[src/hw/stream_buffer_defines.svh]
`ifndef STREAM_BUFFER_DEFINES_SVH
`define STREAM_BUFFER_DEFINES_SVH

// Feature word width.
`define SB_DATA_W 16

// Bank address width.
`define SB_ADDR_W 14

// Reads per channel group.
`define SB_LANES 4

// Address to data latency through a bank.
`define SB_RD_LAT 3

// Count register width.
`define SB_CNT_W 10

`endif

[src/hw/stream_buffer_pkg.sv]
`default_nettype none

`include "stream_buffer_defines.svh"

package stream_buffer_pkg;

	typedef logic [`SB_DATA_W-1:0] feature_t;
	typedef logic [`SB_ADDR_W-1:0] buf_addr_t;
	typedef logic [`SB_CNT_W-1:0]  count_t;
	typedef logic [1:0]            cfg_addr_t;

	// Geometry register map. Index 3 is unused.
	localparam cfg_addr_t CFG_CHANS  = 2'd0;
	localparam cfg_addr_t CFG_WIDTHS = 2'd1;
	localparam cfg_addr_t CFG_STRIDE = 2'd2;

	typedef enum logic {
		SEQ_IDLE,
		SEQ_RUN
	} seq_state_e;

endpackage

`default_nettype wire

[src/hw/window_read_sequencer.sv]
`timescale 1ns/1ps
`default_nettype none

`include "stream_buffer_defines.svh"

module window_read_sequencer (
	input  wire                         clk,
	input  wire                         i_reset,
	input  wire                         i_start,
	input  wire stream_buffer_pkg::count_t i_chans,
	input  wire stream_buffer_pkg::count_t i_widths,
	input  wire stream_buffer_pkg::count_t i_stride,
	output stream_buffer_pkg::buf_addr_t   o_raddr,
	output logic                           o_valid,
	output logic                           o_done
);
	import stream_buffer_pkg::*;

	localparam int LANE_W = $clog2(`SB_LANES);
	localparam logic [LANE_W-1:0] LANE_LAST = LANE_W'(`SB_LANES - 1);

	seq_state_e state_q;
	logic [LANE_W-1:0] lane_q;
	count_t    chan_q;
	count_t    width_q;
	count_t    chans_q;
	count_t    widths_q;
	count_t    stride_q;
	buf_addr_t base_q;
	buf_addr_t row_q;
	buf_addr_t next_row;
	logic      launch;
	logic      issue;
	logic      chan_last;
	logic      width_last;
	logic      last;
	logic [`SB_RD_LAT-1:0] valid_pipe_q;
	logic [`SB_RD_LAT-1:0] done_pipe_q;

	assign launch     = (state_q == SEQ_IDLE) && i_start;
	assign issue      = (state_q == SEQ_RUN);
	assign chan_last  = (chan_q == count_t'(chans_q - 1'b1));
	assign width_last = (width_q == count_t'(widths_q - 1'b1));
	assign last       = issue && (lane_q == LANE_LAST) && chan_last && width_last;
	assign next_row   = row_q + buf_addr_t'(stride_q);

	// Geometry is frozen for the whole sweep.
	always_ff @(posedge clk) begin
		if (launch) begin
			chans_q  <= i_chans;
			widths_q <= i_widths;
			stride_q <= i_stride;
		end
	end

	always_ff @(posedge clk) begin
		if (i_reset) begin
			state_q <= SEQ_IDLE;
			lane_q  <= '0;
			chan_q  <= '0;
			width_q <= '0;
			base_q  <= '0;
			row_q   <= '0;
		end else if (launch) begin
			state_q <= SEQ_RUN;
			lane_q  <= '0;
			chan_q  <= '0;
			width_q <= '0;
			base_q  <= '0;
			row_q   <= '0;
		end else if (issue) begin
			if (lane_q != LANE_LAST) begin
				lane_q <= lane_q + 1'b1;
			end else begin
				lane_q <= '0;
				if (!chan_last) begin
					chan_q <= chan_q + 1'b1;
					base_q <= base_q + 1'b1;
				end else begin
					chan_q <= '0;
					if (width_last) begin
						state_q <= SEQ_IDLE;
					end else begin
						// Next row starts one stride further on.
						width_q <= width_q + 1'b1;
						row_q   <= next_row;
						base_q  <= next_row;
					end
				end
			end
		end
	end

	assign o_raddr = base_q + buf_addr_t'(lane_q);

	// Match the bank read latency.
	always_ff @(posedge clk) begin
		if (i_reset) begin
			valid_pipe_q <= '0;
			done_pipe_q  <= '0;
		end else begin
			valid_pipe_q <= {valid_pipe_q[`SB_RD_LAT-2:0], issue};
			done_pipe_q  <= {done_pipe_q[`SB_RD_LAT-2:0], last};
		end
	end

	assign o_valid = valid_pipe_q[`SB_RD_LAT-1];
	assign o_done  = done_pipe_q[`SB_RD_LAT-1];

	a_done_valid: assert property (@(posedge clk) disable iff (i_reset)
		o_done |-> o_valid);

	a_lane_range: assert property (@(posedge clk) disable iff (i_reset)
		lane_q < `SB_LANES);

endmodule

`default_nettype wire

[config.mk]
export PLATFORM = sky130hd
export DESIGN_NAME = window_read_sequencer
export DESIGN_NICKNAME = d
export VERILOG_FILES = /design/src/hw/stream_buffer_pkg.sv /design/src/hw/window_read_sequencer.sv
export VERILOG_INCLUDE_DIRS = /design/src /design/src/hw
export SDC_FILE = /design/constraint.sdc
export NUM_CORES = 1
export LEC_CHECK = 0
export BUFFER_PORTS_ARGS = -buffer_cell sky130_fd_sc_hd__buf_2
export CAP_MARGIN = 10
export CORE_ASPECT_RATIO = 0.75
export CORE_MARGIN = 2
export CORE_UTILIZATION = 51
export DETAILED_ROUTE_END_ITERATION = 12
export PLACE_DENSITY = 0.71
export RECOVER_POWER = 100
export SLEW_MARGIN = 5
export SYNTH_ARGS = -nofsm -noshare
export SYNTH_HDL_FRONTEND = slang
export SYNTH_SLANG_ARGS = --single-unit
[constraint.sdc]
create_clock -name clk -period 8.92 [get_ports clk]
set_input_delay 0.892 -clock clk [delete_from_list [all_inputs] [get_ports clk]]
set_output_delay 0.892 -clock clk [all_outputs]
set_load 0.01 [all_outputs]
Yosys cells after proc, flatten, opt, wreduce, memory -nomap -nowiden --
Cells that the tools add are included.
Word-level totals: output and inout port bits 16, bits in registers 87, logic and storage cells 44
Operators by class: bitwise logic cells 3, eq/ne operators 5, add/sub/neg operators 8, reduce and logical (&&, ||, !) cells 8, mux-type cells 9
Operator list (count):
- two-way mux 14 bit | 2
- adder 10 x 1 -> 10 bit (second input constant) | 2
- equality test 10 bit | 2
- subtractor 10 x 1 -> 10 bit (second input constant) | 2
- adder 14 x 1 -> 14 bit (second input constant) | 1
- adder 14 x 10 -> 14 bit | 1
- adder 14 x 2 -> 14 bit | 1
- two-way mux 10 bit | 1
- two-way mux 1 bit | 5
- logical AND 1 bit | 4
- inequality test 2 bit (second input constant) | 2
- AND reduction 4 bit | 1
- NOT 1 bit | 3
- AND reduction 3 bit | 1
- adder 2 x 1 -> 2 bit (second input constant) | 1
- equality test 2 bit (second input constant) | 1
- two-way mux 2 bit | 1
- AND reduction 2 bit | 1
- OR reduction 2 bit | 1

Longest topological paths before layout --
depth in word-level cells 7, mapped depth 12, depth with buffers taken out 11

Least setup slack after synthesis --
Ideal clock, no wire load.
path kind input-to-reg, start in i_start, end reg base_q[6], arrival time 3249 ps, cell stages on the path 5, path buffers 2, path slack 5539 ps, library setup time 132 ps, cell sequence nor2b_1 or2_2 clkbuf_1 clkbuf_1 nor3_1
On the way: longest elaborated chain between the ends 2
RTL lines:
- from (decl) | RTL line window_read_sequencer.sv:9 | input wire i_start,
- logical AND 1 bit | RTL line window_read_sequencer.sv:40 | assign launch = (state_q == SEQ_IDLE) && i_start;
- OR reduction 2 bit (no line)
- to (signal assigned) | RTL line window_read_sequencer.sv:78 | base_q <= base_q + 1'b1;
- to (signal assigned) | RTL line window_read_sequencer.sv:87 | base_q <= next_row;
- to (decl) | RTL line window_read_sequencer.sv:29 | buf_addr_t base_q;
No other way between the ends. A chain may end at the register's enable or synchronous reset.

Worst setup path in the final report --
start in i_start, end reg base_q[7]
On the way: longest elaborated chain between the ends 2
RTL lines:
- logical AND 1 bit | RTL line window_read_sequencer.sv:40
- named net launch | RTL line window_read_sequencer.sv:32 | logic launch;
- OR reduction 2 bit (no line)
The timed path passes the listed nets, and every way through them passes these cells.

==> metrics.log <==
[metrics] result of the run: finished, violations left
[metrics] failing checks: max-capacitance violations, max-slew violations
[metrics] period utilization: 0.493
[metrics] global placement routability congestion: 0.929
[metrics] CTS H-tree lvls: 3
[metrics] clock-pin slew on the worst setup and hold paths: 0.06 ns
[metrics] via count normalized by instance count: 5.71
[metrics] detailed placer's ending HPWL: 7.75 mm
[metrics] Worst Hold Slack: 0.438 ns
[metrics] horizontal extent of the die: 116 um
[metrics] row count: 30
[metrics] required time of the critical path: 9.12 ns
[metrics] per-cell routed wire length: 15.6 um
[metrics] clock latency at the later pin of the worst-skew pair: 0.34 ns
[metrics] sink count of the clock tree: 87
[metrics] cell with the most instances after synthesis: sky130_fd_sc_hd__nor2_1
[metrics] part of the power in the clock network: 0.454
[metrics] final period demand of the worst path: 4.40 ns
[metrics] dominant cell type by area after synthesis: sky130_fd_sc_hd__dfxtp_1
[metrics] Setup CP Type: primary input to flop
[metrics] clock root buffer: sky130_fd_sc_hd__clkbuf_16
[metrics] Final setup violation count: 0
[metrics] IO buf count: 48
[metrics] number of I/O pins: 49
[metrics] Initial Util: 0.527
[metrics] share of flip-flops with an asynchronous set or reset after synthesis: 0
[metrics] Max Transition Viols Final: 72
[metrics] number of nets at the end of the flow: 619
[metrics] GRT Resource Usage Total: 0.227
[metrics] number of instances in the synthesized netlist: 529
[metrics] Max-Slew Margin vs Limit: -0.530
[metrics] end-of-flow core utilization: 0.594
[metrics] share of layout cells above drive strength 1: 0.102
[metrics] drc violations: 0
[metrics] count of final hold-check violations: 0
[metrics] die footprint: 10200 sq um
[metrics] number of iterations in the first detailed-routing pass: 6
[metrics] cell area power density: 161 nW/um^2
[metrics] number of enable flip-flop cells after synthesis: 30
[metrics] deepest clock path buffer count: 2
[metrics] Yosys reg bits: 87
[metrics] Crit path arrival time: 4.60 ns
[metrics] setup slack after placement: 5.24 ns
[metrics] first-pass GRT wire length: 18.1 mm
[metrics] final critical-path setup slack: 4.52 ns
[metrics] # resized after CTS: 0
[metrics] number of antenna violations at the first check in global routing: 0
[metrics] CTS tree: built
[metrics] internal power of the cells: 680 uW
[metrics] highest fanout seen on the critical path: 37
[metrics] # Post-CTS Setup Buffers: 0
[metrics] Net Switching: 188 uW
[metrics] startpoint class of the critical path: primary input
[metrics] number of nets produced by synthesis: 582
[metrics] Hold Path Class: flop to flop
[metrics] synthesis warning total: 0
[metrics] number of nets still failing antenna checks after routing: 0
[metrics] number of filler instances in the final layout: 806
[metrics] number of vias after detailed routing: 3993
[metrics] Reg power frac: 0.494
[metrics] reported leakage power: 0.00193 uW
[metrics] number of instances in the placed design: 683
[metrics] Fin Setup TNS: 0 ns
[metrics] Logic pwr share: 0.053
[metrics] synthesized area per cell: 9.06 sq um
[metrics] Max-Cap Viols: 2
[metrics] number of buffers added by the clock tree synthesis step: 9
[metrics] most common flop cell mapped by yosys: sky130_fd_sc_hd__dfxtp_1
[metrics] Highest Clock Rate: 227 MHz
[metrics] Worst IR Drop VDD: 0.107 mV
[metrics] core area: 9080 sq um
[metrics] cell with the biggest individual delay on the critical path: sky130_fd_sc_hd__or2_0
[metrics] endpoint kind of the worst setup timing path: flop
[metrics] Layout Skew: 0.00458 ns
[metrics] Post-synth top cells: 58 x sky130_fd_sc_hd__nor2_1, 57 x sky130_fd_sc_hd__dfxtp_1, 52 x sky130_fd_sc_hd__nand2_1
[metrics] Synth area leaders: sky130_fd_sc_hd__dfxtp_1 24%, sky130_fd_sc_hd__edfxtp_1 19%, sky130_fd_sc_hd__xnor2_1 7.3%, sky130_fd_sc_hd__ha_1 4.7%, sky130_fd_sc_hd__nor2_1 4.5%
[metrics] post-synthesis instance area: 4790 sq um
[metrics] setup repair after global routing missed its margin: no
[metrics] Diodes inserted: 0
[metrics] first-iteration detailed-routing DRC count: 290
[metrics] overall routed net length: 10.9 mm
[metrics] pin count of the biggest net entering global routing: 38
[metrics] post-synthesis sequential area ratio: 0.426
[metrics] height of the chip: 87.9 um
[metrics] GR Overflow Total: 0
[metrics] area added between synthesis and finish: 12.7%
[metrics] net switching fraction of the power: 0.216
[metrics] delay of the slowest critical-path stage: 1.76 ns
[metrics] slew at the pin with the worst max-slew slack: 2.29 ns
[metrics] top cell type's share of synthesized area: 0.238
[metrics] number of distinct library cells after synthesis: 55
[metrics] crit-path cells: clkbuf_1 -> nor2b_2 -> clkbuf_1 -> or2_0 -> a21oi_1 -> o21ai_0 -> a21oi_1
[metrics] number of global-route vias before repair: 3702
[metrics] count of hold buffers inserted by post-cts repair: 0
[metrics] post-route non-filler standard cell count: 699
[layout by cell type, fill, tap and decap left out, drive strengths merged, types with 5 or more instances in the layout]
cell type / n
nor2: 59
dfxtp: 57
nand2: 52
xnor2: 40
clkbuf: 31
edfxtp: 30
buf: 30
a21oi: 25
nand3: 25
xor2: 23
inv: 20
ha: 18
o21ai: 17
nor3: 14
nand4: 11
nor2b: 10
nor4: 9
nand2b: 8
a211oi: 7
a31oi: 7
or2: 6
a221oi: 5
or4: 5
[sequential cells by signal (all words and copies together), names as in the netlist]
name          flops
base_q           14
chan_q           10
chans_q          10
done_pipe_q       3
issue             1
lane_q            2
row_q            14
stride_q         10
valid_pipe_q      3
width_q          10
widths_q         10
[power by group through the flow]
| stage | combinational, uW | clock (uW) | sequential, uW |
|---|---|---|---|
| after floorplan | 30.6 | 0 | 434 |
| after global placement | 44.6 | 0 | 436 |
| after detailed placement | 45.7 | 0 | 436 |
| after CTS | 46.1 | 403 | 428 |
| after global routing | 51.3 | 419 | 429 |
| final | 45.7 | 394 | 428 |
[area by class of cell]
| cell class | count | area [sq um] | share of cell area |
|---|---|---|---|
| timing repair buffer | 49 | 221 | 0.0410 |
| clock buffer | 12 | 267 | 0.0494 |
| tap | 128 | 160 | 0.0297 |
| multi-input combinational | 400 | 2590 | 0.479 |
| sequential | 87 | 2040 | 0.378 |
| inverter | 19 | 71.3 | 0.0132 |
| clock inverter | 4 | 51.3 | 0.00950 |
[stage by stage]
stage | total power [uW] | cell area [sq um]
floorplan | 465 | 4790
global placement | 481 | 5110
detailed placement | 482 | 5110
CTS | 877 | 5430
global route | 900 | 5400
finish | 867 | 5400
[path summary, 6_finish.rpt]
| check | slack, ns | depth (start not counted) | from | end |
|---|---|---|---|---|
| worst min-delay path | 0.44 | 1 | done_pipe_q[0] | done_pipe_q[1] |
| worst max-delay path | 4.52 | 7 | i_start | base_q[7] |
| worst min register to register | 0.44 | 1 | done_pipe_q[0] | done_pipe_q[1] |
| worst max register to register | 4.79 | 6 | issue | base_q[7] |
[worst max-delay path: cells and delay by family]
kind	cells	cell delay [ns]
AOI/OAI and AO/OA	3	0.33
buffers and inverters	2	1.45
and+or+nand+nor	2	1.89
[kinds of logic after synthesis]
logic type / count (synthesis) / synth area share
xor+xnor: 63 / 0.115
buf+inv: 42 / 0.0342
compound gates: 92 / 0.127
flops: 87 / 0.426
fa+ha+maj: 20 / 0.0554
simple gates: 221 / 0.233
mux: 4 / 0.00836
[per-layer routing]
metal,part of all wire,vias to the layer above,GRT usage
li1,-,1956,-
met1,0.48,1861,0.329
met2,0.43,161,0.339
met3,0.081,15,0.0574
met4,0.010,0,0.0617
met5,0,-,0
(Power assumes the default switching activity.)
