--- config.mk ---
export PLATFORM = sky130hd
export DESIGN_NAME = scan_config_regs
export DESIGN_NICKNAME = d
export VERILOG_FILES = /design/src/hw/stream_buffer_pkg.sv /design/src/hw/scan_config_regs.sv
export VERILOG_INCLUDE_DIRS = /design/src /design/src/hw
export SDC_FILE = /design/constraint.sdc
export NUM_CORES = 1
export LEC_CHECK = 0
export BUFFER_PORTS_ARGS = -buffer_cell sky130_fd_sc_hd__clkbuf_2
export CAP_MARGIN = 15
export CORE_MARGIN = 2
export CORE_UTILIZATION = 46
export CTS_CLUSTER_SIZE = 30
export DETAILED_ROUTE_END_ITERATION = 12
export PLACE_DENSITY = 0.83
export SLEW_MARGIN = 20
export SYNTH_ARGS = -nofsm -noshare
export SYNTH_HDL_FRONTEND = slang
export SYNTH_SLANG_ARGS = --single-unit
--- constraint.sdc ---
create_clock -name clk -period 1.4 [get_ports clk]
set_input_delay 0.28 -clock clk [delete_from_list [all_inputs] [get_ports clk]]
set_output_delay 0.28 -clock clk [all_outputs]
set_load 0.005 [all_outputs]
--- src/hw/stream_buffer_defines.svh ---
`ifndef STREAM_BUFFER_DEFINES_SVH
`define STREAM_BUFFER_DEFINES_SVH

// Feature word width.
`define SB_DATA_W 16

// Bank address width.
`define SB_ADDR_W 14

// Reads per channel group.
`define SB_LANES 4

// Address to data latency through a bank.
`define SB_RD_LAT 3

// Count register width.
`define SB_CNT_W 10

`endif

--- src/hw/stream_buffer_pkg.sv ---
`default_nettype none

`include "stream_buffer_defines.svh"

package stream_buffer_pkg;

	typedef logic [`SB_DATA_W-1:0] feature_t;
	typedef logic [`SB_ADDR_W-1:0] buf_addr_t;
	typedef logic [`SB_CNT_W-1:0]  count_t;
	typedef logic [1:0]            cfg_addr_t;

	// Geometry register map. Index 3 is unused.
	localparam cfg_addr_t CFG_CHANS  = 2'd0;
	localparam cfg_addr_t CFG_WIDTHS = 2'd1;
	localparam cfg_addr_t CFG_STRIDE = 2'd2;

	typedef enum logic {
		SEQ_IDLE,
		SEQ_RUN
	} seq_state_e;

endpackage

`default_nettype wire

--- src/hw/scan_config_regs.sv ---
`timescale 1ns/1ps
`default_nettype none

module scan_config_regs (
	input  wire                            clk,
	input  wire                            i_reset,
	input  wire                            i_cfg_wen,
	input  wire stream_buffer_pkg::cfg_addr_t i_cfg_addr,
	input  wire stream_buffer_pkg::count_t    i_cfg_wdata,
	output stream_buffer_pkg::count_t         o_cfg_rdata,
	output stream_buffer_pkg::count_t         o_chans,
	output stream_buffer_pkg::count_t         o_widths,
	output stream_buffer_pkg::count_t         o_stride
);
	import stream_buffer_pkg::*;

	count_t chans_q;
	count_t widths_q;
	count_t stride_q;
	count_t wdata_nz;

	// Zero counts become one.
	assign wdata_nz = (i_cfg_wdata == '0) ? count_t'(1) : i_cfg_wdata;

	always_ff @(posedge clk) begin
		if (i_reset) begin
			chans_q  <= count_t'(1);
			widths_q <= count_t'(1);
			stride_q <= count_t'(4);
		end else if (i_cfg_wen) begin
			case (i_cfg_addr)
				CFG_CHANS:  chans_q  <= wdata_nz;
				CFG_WIDTHS: widths_q <= wdata_nz;
				CFG_STRIDE: stride_q <= i_cfg_wdata;
				default: ;
			endcase
		end
	end

	always_comb begin
		case (i_cfg_addr)
			CFG_CHANS:  o_cfg_rdata = chans_q;
			CFG_WIDTHS: o_cfg_rdata = widths_q;
			CFG_STRIDE: o_cfg_rdata = stride_q;
			default:    o_cfg_rdata = '0;
		endcase
	end

	assign o_chans  = chans_q;
	assign o_widths = widths_q;
	assign o_stride = stride_q;

	a_counts_nonzero: assert property (@(posedge clk) disable iff (i_reset)
		(chans_q != '0) && (widths_q != '0));

endmodule

`default_nettype wire

* After elaboration in Yosys (flattened, before gate mapping)
Cells that the tools add are included.
Cells by class: reduce and logical (&&, ||, !) cells 5, eq/ne operators 2, mux-type cells 2
Operator list (count):
- 10-bit case mux with 3 select lines | 1
- 10-bit logical NOT | 1
- 10-bit two-way mux | 1
- 2-bit AND reduction | 3
- 2-bit by 1-bit equality test with 1-bit output, second input constant | 1
- 2-bit equality test, second input constant | 1
- 2-bit logical NOT | 1
Word-level totals: flip-flop bits (word level) 30, input port bits 15, output and inout port bits 40

* Longest topological paths before layout
Gate-level depths: netlist (run 1).
depth in word-level cells 2, mapped depth 5

* Least setup slack after synthesis (run 1)
Ideal clock, no wire load.
path type input-to-output, start input i_cfg_addr[1], end output o_cfg_rdata[0], slack 185 ps, buffers on the path 2, required time 1120 ps, cell stages on the path 5, arrival 935 ps, cells stage by stage buf_2 nor2b_1 clkbuf_1 nand2_1 o21ai_0
Between the ends: cells in the longest elaborated chain, start to end 2, elaborated cells on any way between the ends 4, those cells by class 2 x eq/ne; 1 x mux; 1 x reduce/logical
Ends and longest elaborated chain:
- start: declaration | RTL line scan_config_regs.sv:8 | input wire stream_buffer_pkg::cfg_addr_t i_cfg_addr,
- 2-bit equality test (tied with other cells) | RTL line scan_config_regs.sv:41 | case (i_cfg_addr)
- 10-bit case mux with 3 select lines * | RTL line scan_config_regs.sv:41
- end: declaration | RTL line scan_config_regs.sv:10 | output stream_buffer_pkg::count_t o_cfg_rdata,
Mark *: on every way between the ends. The rest lies on a longest branch, timed or not.

* Final worst setup path (run 1)
start register chans_q[1], in the netlist o_chans[1], end output o_cfg_rdata[1]
Between the ends: cells in the longest elaborated chain, start to end 1
Ends and longest elaborated chain:
- start: declaration | RTL line scan_config_regs.sv:17 | count_t chans_q;
- start signal: assignment | RTL line scan_config_regs.sv:27 | chans_q <= count_t'(1);
- start signal: assignment | RTL line scan_config_regs.sv:32 | CFG_CHANS: chans_q <= wdata_nz;
- 10-bit case mux with 3 select lines | RTL line scan_config_regs.sv:41
Every way passes these cells.

==> flow_summary_export.csv, run 1 <==
group,metric,value,unit
outcome,status,"finished, final reports clean",
setup_path,r2r-start,"o_widths[0]$_SDFFE_PP1P_",
setup_path,crit_buf_inv,1,
synthesis,syn-num-nets,176,
synthesis,ys_types,20,
setup_path,critPathRequiredTime,1120,ps
setup_path,max_stage_delay,380,ps
sta,fmax,748.8,MHz
global_routing,met1_usage,0.2636,
setup_path,cp_top_family,"flip-flops",
clocking,postCtsHoldBufs,0,
global_routing,grt_pass1_wl,5471,µm
drt,antenna_left,0,
floorplan,placementRows,19,
clocking,cts_buffers,5,
synthesis,synth_seq_area_share,0.4602,
flow_run,cap_violations,0,
floorplan,die_h,57.27,µm
sta,worst_hold_slack,195.9,ps
power,p_leak,0.0008546,µW
final_layout,fin_nets,241,
clocking,cts_buffer_depth,2,
worst_hold_path,hold_depth,3,
clocking,clk_pin_slew,90,ps
sta,finalCritPeriodShare,0.9539,
worst_hold_path,hp-start,"i_cfg_wdata[8]",
final_layout,final_common_cell,"clkbuf_2",
drt,firstDrtPassIters,4,
clocking,clk_latency,320,ps
power,powerDensity,919.5,mW/mm²
setup_path,crit_fanout,3,
global_routing,grt_pass1_vias,1236,
floorplan,io_pins,55,
drt,avgViaCountPerCell,5.171,
drt,routedWlPerCell,12.91,µm
drt,routed_wl,3318,µm
sta,finalSetupViolCount,0,
sta,tightest_slew,381.0,ps
setup_path,worst_path_max_delay_cell,"dfxtp_1",
placed_design,dpl.hpwl,2479,µm
sta,tns,0,ps
synthesis,syn_area_per_cell,8.106,µm²
setup_path,critPathArrivalTime,1060,ps
worst_hold_path,hp-class,"input pin to flop",
drt,vias,1329,
synthesis,synth_warnings,0,
setup_path,crit_path_cell_trace,"mux2i_1 -> o21ai_0 -> clkbuf_2",
clocking,cts-root-buf,"clkbuf_4",
floorplan,die_w,57.27,µm
floorplan,core_area,0.002734,mm²
global_routing,grt_overflow_total,0,
setup_path,r2r_cells,2,
setup_path,path_class,"flop to output port",
setup_path,reg2reg_to,"o_widths[0]$_SDFFE_PP1P_",
synthesis,synth_seq_cells,30,
placed_design,port_buffers,54,
setup_path,crit_path_start_kind,"flop",
sta,hold_viol,0,
clocking,tritoncts,"yes",
final_layout,drive_above_1_share,0.3717,
clocking,cts_sinks,30,
global_routing,antenna_found_initial,0,
sta,maxSlewHeadroom,0.7452,
sta,fin_crit,1336,ps
setup_path,worstSetupEndpointType,"output port",
synthesis,syn_inst,161,
global_routing,met2_usage,0.3629,
floorplan,die_area,0.003279,mm²
sta,finalMaxSlewViolations,0,
global_routing,grt_most_used_layer,"met2",
final_layout,num_antenna_cells,0,
final_layout,synthToLayoutAreaGrowth,33.85,%
drt,dr.first_iter.drc_count,29,
worst_hold_path,whs_endpoint,"o_chans[8]$_SDFFE_PP0P_",
clocking,htreeDepth,2,
power,max-vdd-ir-drop,0.0007954,V
sta,rsz0062_at_grt,"false",
floorplan,initial_utilization,0.4773,
synthesis,synth.cell_area,0.001305,mm²
sta,clock_skew,0,ps
setup_path,rrSetupSlack,690,ps
global_routing,met3_usage,0.07483,
placed_design,gp_congestion,0.7861,
global_routing,grt_max_degree,18,
final_layout,final_cell_mix,"54 x clkbuf_2, 46 x nand2_1, 24 x dfxtp_1",
drt,drc,0,
global_routing,track_usage,0.2173,
==> cells by family after synthesis <==
family                 Yosys count  share of synthesized area
DFF                             30                     0.4602
and+or+nand+nor                 69                     0.2263
buffers and inverters           12                    0.04410
AOI/OAI and AO/OA               31                     0.1237
muxes                           19                     0.1457
==> metal layers <==
| metal | up-vias | share of wire |
|---|---|---|
| li1 | 674 | - |
| met1 | 614 | 0.44 |
| met2 | 35 | 0.49 |
| met3 | 6 | 0.055 |
| met4 | 0 | 0.016 |
| met5 | - | 0 |
==> how the worst max path moves through the flow <==
stage,from,end,slack (ps),cells past startpoint
final,o_chans[1]$_SDFFE_PP0P_,o_cfg_rdata[1],60,3
after detailed placement,i_cfg_addr[0],o_cfg_rdata[4],60,6
after global routing,o_chans[1]$_SDFFE_PP0P_,o_cfg_rdata[1],3,3
after global placement,i_cfg_addr[0],o_cfg_rdata[4],60,6
after CTS,o_stride[3]$_SDFFE_PP0P_,o_cfg_rdata[3],9,3
after floorplan,i_cfg_addr[1],o_cfg_rdata[0],190,5
==> stage by stage <==
| step | setup slack [ps] | cell area, µm² | instances | total power [µW] | utilization |
|---|---|---|---|---|---|
| global route | 3.109 | 1747 | 257 | 1673 | 0.6389 |
| global placement | 60.82 | 1685 | 250 | 1152 | 0.6165 |
| floorplan | 185.1 | 1305 | 161 | 1033 | - |
| CTS | 9.400 | 1733 | 257 | 1614 | 0.6339 |
| finish | 64.47 | 1747 | 257 | 1606 | 0.6389 |
| detailed placement | 59.79 | 1685 | 250 | 1156 | 0.6165 |
==> cell usage after synthesis <==
master | number | area (µm²)
and3b_1 | 1 | 8.760
nor3_1 | 3 | 15.01
nor3b_2 | 1 | 12.51
buf_4 | 2 | 15.01
a211o_1 | 1 | 8.760
nand2_1 | 46 | 172.7
o21ai_0 | 10 | 50.05
inv_1 | 1 | 3.750
nor2b_1 | 1 | 6.260
nor4_1 | 1 | 6.260
dfxtp_1 | 30 | 600.6
mux2i_1 | 19 | 190.2
buf_2 | 4 | 20.02
or3b_1 | 1 | 8.760
a31oi_1 | 2 | 12.51
nand3_1 | 1 | 5.000
nand3b_1 | 2 | 15.01
a21oi_1 | 18 | 90.09
nor2_1 | 12 | 45.04
clkbuf_1 | 5 | 18.77
==> worst register-to-register path, stage by stage, from the launching register on <==
cell and delay, ps:
dfxtp_1 330, nor3_1 210, a31oi_1 60
==> power by group <==
group	internal [µW]	switching (µW)	total (µW)
Clock	180	286	466
Sequential	883	21.7	905
Combinational	112	123	235
Total	1180	431	1610
==> final cells by class <==
type                       count  area, µm²
tap                           31      38.79
multi-input combinational    119      649.4
clock inverter                 2      10.01
fill                         243      987.2
sequential                    30      608.1
timing repair buffer          69      399.1
clock buffer                   5      37.54
inverter                       1      3.754
==> state kept, by name, indices dropped and copies added (netlist names) <==
signal	count
o_widths	10
o_chans	10
o_stride	10
==> what timing repair did <==
item                                   CTS  global route
endpoints found under the hold margin    0             0
buffers inserted                         0             0
resized for setup                        0            14
setup endpoints to repair                0             9
Power figures use the tool's default switching activity.
==> inputs of run 2 (changes only) <==
--- a/config.mk
+++ b/config.mk
@@ -13,6 +13,7 @@
 export CTS_CLUSTER_SIZE = 30
 export DETAILED_ROUTE_END_ITERATION = 12
 export PLACE_DENSITY = 0.83
+export SETUP_SLACK_MARGIN = 0.3
 export SLEW_MARGIN = 20
 export SYNTH_ARGS = -nofsm -noshare
 export SYNTH_HDL_FRONTEND = slang
==> flow_summary_export.csv, run 2 (synthesis results as in run 1) <==
group,metric,value,unit
final_layout,final_cell_mix,"46 x nand2_1, 41 x clkbuf_2, 30 x buf_6, 30 x dfxtp_2, 25 x buf_4",
clocking,tritoncts,"yes",
final_layout,num_antenna_cells,0,
power,pwr-share-seq,0.482,
floorplan,placementRows,19,
outcome,status,"finished, final reports clean",
global_routing,antenna_found_initial,0,
worst_hold_path,hold_depth,3,
final_layout,synthToLayoutAreaGrowth,67.02,%
drt,vias,1621,
global_routing,track_usage,0.2856,
drt,dr.first_iter.drc_count,88,
power,p_switching,487.6,µW
final_layout,final_common_cell,"nand2_1",
global_routing,grt_max_degree,19,
sta,fin_crit,1327,ps
floorplan,io_pins,55,
global_routing,grt_pass1_vias,1522,
power,max-vdd-ir-drop,0.0008634,V
drt,avgViaCountPerCell,5.590,
global_routing,grt_overflow_total,0,
setup_path,crit_path_start_kind,"flop",
sta,worst_hold_slack,205.5,ps
sta,tightest_slew,436.9,ps
floorplan,die_area,0.003279,mm²
sta,finalSetupViolCount,0,
sta,hold_viol,0,
sta,maxSlewHeadroom,0.7079,
global_routing,grt_pass1_wl,7003,µm
power,p_sw_frac,0.2581,
clocking,cts-root-buf,"clkbuf_4",
setup_path,critPathArrivalTime,1050,ps
clocking,cts_buffer_depth,2,
floorplan,initial_utilization,0.4773,
sta,finalCritPeriodShare,0.9480,
flow_run,cap_violations,0,
drt,routed_wl,4791,µm
placed_design,dpl.hpwl,2615,µm
sta,fmax,753.5,MHz
power,power,1889,µW
floorplan,die_w,57.27,µm
drt,routedWlPerCell,16.52,µm
placed_design,port_buffers,54,
drt,antenna_left,0,
sta,clock_skew,0,ps
placed_design,numPlacedInstances,248,
clocking,postCtsHoldBufs,0,
final_layout,final_cells,290,
drt,firstDrtPassIters,7,
sta,tns,0,ps
power,intPower,1401,µW
drt,drc,0,
final_layout,drive_above_1_share,0.5444,
floorplan,core_area,0.002734,mm²
setup_path,worstSetupEndpointType,"output port",
final_layout,fin_util,0.7973,
clocking,clk_latency,330,ps
power,p_leak,0.001081,µW
final_layout,fillCellCount,192,
clocking,htreeDepth,2,
setup_path,rrSetupSlack,490,ps
placed_design,gp_congestion,0.8392,
clocking,clk_pin_slew,90,ps
setup_path,critPathRequiredTime,1120,ps
clocking,cts_sinks,30,
clocking,cts_buffers,5,
sta,finalMaxSlewViolations,0,
setup_path,r2r_cells,5,
sta,rsz0062_at_grt,"true",
final_layout,fin_nets,273,
power,clkPwrFrac,0.344,
power,pwr-share-comb,0.174,
setup_path,path_class,"flop to output port",
setup_path,crit_fanout,2,
floorplan,die_h,57.27,µm
power,powerDensity,866.6,mW/mm²
worst_hold_path,hp-class,"input pin to flop",
==> run 2: changes by cell type in the layout (fill, tap and decap cells not counted), sizes merged <==
cell / before / now
clkbuf: 59 / 49
clkinv: 2 / 0
buf: 15 / 60
==> run 2: path summary, 6_finish.rpt <==
path	from	end
worst min-delay path	i_cfg_wdata[8]	o_widths[8]$_SDFFE_PP0P_
worst max register to register	o_chans[7]$_SDFFE_PP0P_	o_chans[7]$_SDFFE_PP0P_
worst max-delay path	o_chans[4]$_SDFFE_PP0P_	o_cfg_rdata[4]
worst min register to register	o_widths[2]$_SDFFE_PP0P_	o_widths[2]$_SDFFE_PP0P_
==> run 2: through the flow <==
stage                     setup slack (ps)  area (µm²)
final                                72.81        2180
after global routing                 32.56        2180
after CTS                            94.03        2039
after detailed placement             63.74        1658
after global placement               119.4        1658
after floorplan                      267.8        1326
==> run 2: worst max-delay path: stages, from the launching register on <==
cell	delay (ps)
dfxtp_2	350
mux2i_1	80
o21ai_1	150
clkbuf_2	140
==> run 2: power groups by stage <==
stage | combinational [µW] | clock, µW | sequential, µW
2_1_floorplan | 117 | 0 | 924
3_3_place_gp | 224 | 0 | 924
3_5_place_dp | 229 | 0 | 925
4_1_cts | 289 | 652 | 907
5_1_grt | 351 | 685 | 913
6_report | 328 | 650 | 911
==> run 2: layout make-up <==
type	instances	area [µm²]	share of cell area
Clock buffer	8	78.83	0.03617
Tap cell	31	38.79	0.01780
Timing Repair Buffer	101	765.7	0.3513
Multi-Input combinational cell	119	654.4	0.3002
Sequential cell	30	638.1	0.2928
Inverter	1	3.754	0.001722
==> run 2: layer usage <==
metal,GRT usage,wire [µm]
met1,0.3257,1728
met2,0.5025,2400
met3,0.06576,389
met4,0.1362,272
met5,0,0
==> run 2: timing repair <==
| action | CTS | global route |
|---|---|---|
| endpoints found under the setup margin | 35 | 39 |
| gates resized for setup | 49 | 25 |
| gates cloned | 1 | 0 |
| buffers inserted | 25 | 8 |
==> inputs of run 3 (changes only) <==
--- a/config.mk
+++ b/config.mk
@@ -6,13 +6,14 @@
 export SDC_FILE = /design/constraint.sdc
 export NUM_CORES = 1
 export LEC_CHECK = 0
-export BUFFER_PORTS_ARGS = -buffer_cell sky130_fd_sc_hd__clkbuf_2
+export BUFFER_PORTS_ARGS = -buffer_cell sky130_fd_sc_hd__buf_2
 export CAP_MARGIN = 15
 export CORE_MARGIN = 2
-export CORE_UTILIZATION = 46
+export CORE_UTILIZATION = 50
+export CTS_CLUSTER_DIAMETER = 50
 export CTS_CLUSTER_SIZE = 30
 export DETAILED_ROUTE_END_ITERATION = 12
-export PLACE_DENSITY = 0.83
+export PLACE_DENSITY = 0.89
 export SETUP_SLACK_MARGIN = 0.3
 export SLEW_MARGIN = 20
 export SYNTH_ARGS = -nofsm -noshare
==> constraint.sdc (replaced) <==
create_clock -name clk -period 1.6 [get_ports clk]
set_input_delay 0.32 -clock clk [delete_from_list [all_inputs] [get_ports clk]]
set_output_delay 0.32 -clock clk [all_outputs]
set_load 0.005 [all_outputs]
==> flow_summary_export.csv, run 3 (synthesis results as in run 1) <==
group,metric,value,unit
final_layout,post-route-cell-area,0.001887,mm²
floorplan,die_w,55.09,µm
setup_path,crit_path_start_kind,"flop",
sta,finalMaxSlewViolations,0,
floorplan,io_pins,55,
sta,hold_viol,0,
final_layout,multiInputGateArea,660.6,µm²
power,pwr-share-seq,0.476,
sta,tns,0,ps
clocking,clk_latency,330,ps
clocking,tritoncts,"yes",
sta,fin_ws,190.5,ps
setup_path,max_stage_delay,350,ps
clocking,postCtsHoldBufs,0,
setup_path,critPathRequiredTime,1280,ps
floorplan,placementRows,18,
power,p_leak,0.0009512,µW
clocking,cts_buffer_depth,2,
power,power,1664,µW
setup_path,cp_top_family,"flip-flops",
sta,tightest_slew,543.0,ps
final_layout,drive_above_1_share,0.4638,
drt,drc,0,
drt,avgViaCountPerCell,5.679,
drt,vias,1505,
placed_design,gp_congestion,0.7958,
global_routing,grt_pass1_wl,6375,µm
worst_hold_path,hp-start,"i_cfg_wdata[0]",
final_layout,final_common_cell,"buf_2",
final_layout,seq_area,625.6,µm²
clocking,clk_pin_slew,90,ps
clocking,cts_sinks,30,
placed_design,port_buffers,54,
final_layout,fillCellCount,161,
floorplan,initial_utilization,0.5268,
placed_design,place_ws,134.9,ps
final_layout,synthToLayoutAreaGrowth,44.58,%
setup_path,rrSetupSlack,790,ps
floorplan,core_area,0.002477,mm²
sta,clock_skew,0,ps
global_routing,track_usage,0.3139,
setup_path,worst_path_max_delay_cell,"dfxtp_2",
power,clkPwrFrac,0.383,
sta,finalSetupViolCount,0,
power,max-vdd-ir-drop,0.0007331,V
worst_hold_path,whs_endpoint,"o_stride[0]$_SDFFE_PP0P_",
setup_path,reg2reg_to,"o_chans[0]$_SDFFE_PP1P_",
worst_hold_path,hold_depth,3,
drt,firstDrtPassIters,4,
clocking,htreeDepth,2,
flow_run,cap_violations,0,
setup_path,crit_buf_inv,1,
clocking,cts-root-buf,"clkbuf_4",
global_routing,grt_pass1_vias,1387,
global_routing,grt_overflow_total,0,
drt,dr.first_iter.drc_count,55,
sta,finalCritPeriodShare,0.8809,
drt,routed_wl,4214,µm
final_layout,num_antenna_cells,0,
power,p_sw_frac,0.2493,
sta,maxSlewHeadroom,0.6380,
final_layout,final_cell_mix,"52 x buf_2, 45 x nand2_1, 21 x buf_4",
power,intPower,1249,µW
setup_path,path_class,"flop to output port",
floorplan,die_h,55.09,µm
placed_design,placed_cell_area,0.001627,mm²
sta,fin_crit,1409,ps
power,pwr-share-comb,0.141,
drt,antenna_left,0,
global_routing,grt_max_degree,32,
sta,fmax,709.5,MHz
clocking,cts_buffers,5,
placed_design,dpl.hpwl,2475,µm
setup_path,crit_path_cell_trace,"mux2i_2 -> o21ai_1 -> buf_2",
power,powerDensity,882.0,mW/mm²
power,p_switching,415.0,µW
setup_path,critPathArrivalTime,1090,ps
sta,rsz0062_at_grt,"true",
outcome,status,"finished, final reports clean",
setup_path,r2r_cells,3,
setup_path,crit_fanout,3,
worst_hold_path,hp-class,"input pin to flop",
floorplan,die_area,0.003035,mm²
global_routing,antenna_found_initial,0,
setup_path,r2r-start,"o_chans[0]$_SDFFE_PP1P_",
drt,routedWlPerCell,15.90,µm
final_layout,fin_nets,250,
setup_path,worstSetupEndpointType,"output port",
-- run 3: final cells by class --
| cell class | instances | share of cell area |
|---|---|---|
| Clock buffer | 6 | 0.02719 |
| Multi-Input combinational cell | 119 | 0.3501 |
| Timing Repair Buffer | 78 | 0.2533 |
| Clock inverter | 1 | 0.01592 |
| Sequential cell | 30 | 0.3316 |
| Tap cell | 30 | 0.01989 |
| Inverter | 1 | 0.001989 |
-- run 3: timing repair --
item / 4_1_cts / 5_1_grt
gates cloned: 1 / 0
gates resized for setup: 35 / 5
setup buffers: 13 / 1
endpoints found under the setup margin: 10 / 10
pin swaps: 0 / 0
endpoints found under the hold margin: 0 / 0
-- run 3: worst reg2reg max path: stages, from the launching register on --
cell and delay [ps]:
dfxtp_2 330, buf_4 130, nor3_1 190, a31oi_1 60
-- run 3: worst max path at each step --
| stage | from | to | slack, ps | cells after the start |
|---|---|---|---|---|
| 6_report | o_stride[2]$_SDFFE_PP1P_ | o_cfg_rdata[2] | 190 | 3 |
| 5_1_grt | o_chans[2]$_SDFFE_PP0P_ | o_cfg_rdata[2] | 140 | 3 |
| 4_1_cts | o_stride[2]$_SDFFE_PP1P_ | o_cfg_rdata[2] | 190 | 3 |
| 3_5_place_dp | i_cfg_addr[0] | o_cfg_rdata[2] | 130 | 6 |
| 3_3_place_gp | i_cfg_addr[1] | o_chans[5]$_SDFFE_PP0P_ | 170 | 5 |
| 2_1_floorplan | i_cfg_addr[1] | o_cfg_rdata[0] | 310 | 5 |
-- run 3: metrics by stage --
step             util  std cells  hold slack, ps
2_1_floorplan       -        161           456.0
3_3_place_gp   0.6566        243           458.3
3_5_place_dp   0.6566        243           462.0
4_1_cts        0.7545        264           232.5
5_1_grt        0.7616        265           244.7
6_report       0.7616        265           227.7
-- run 3: power groups by stage --
stage | registers (µW) | logic, µW | clock network [µW]
floorplan | 808 | 95.2 | 0
global placement | 808 | 184 | 0
detailed placement | 808 | 190 | 0
CTS | 791 | 223 | 629
global route | 796 | 254 | 663
finish | 793 | 234 | 637
-- run 3: metal layers --
| metal | vias up | routed length (µm) | share of wire | GRT usage |
|---|---|---|---|---|
| li1 | 688 | - | - | - |
| met1 | 702 | 1564 | 0.37 | 0.3378 |
| met2 | 94 | 2144 | 0.51 | 0.5377 |
| met3 | 21 | 371 | 0.088 | 0.08871 |
| met4 | 0 | 134 | 0.032 | 0.1992 |
| met5 | - | 0 | 0 | 0 |
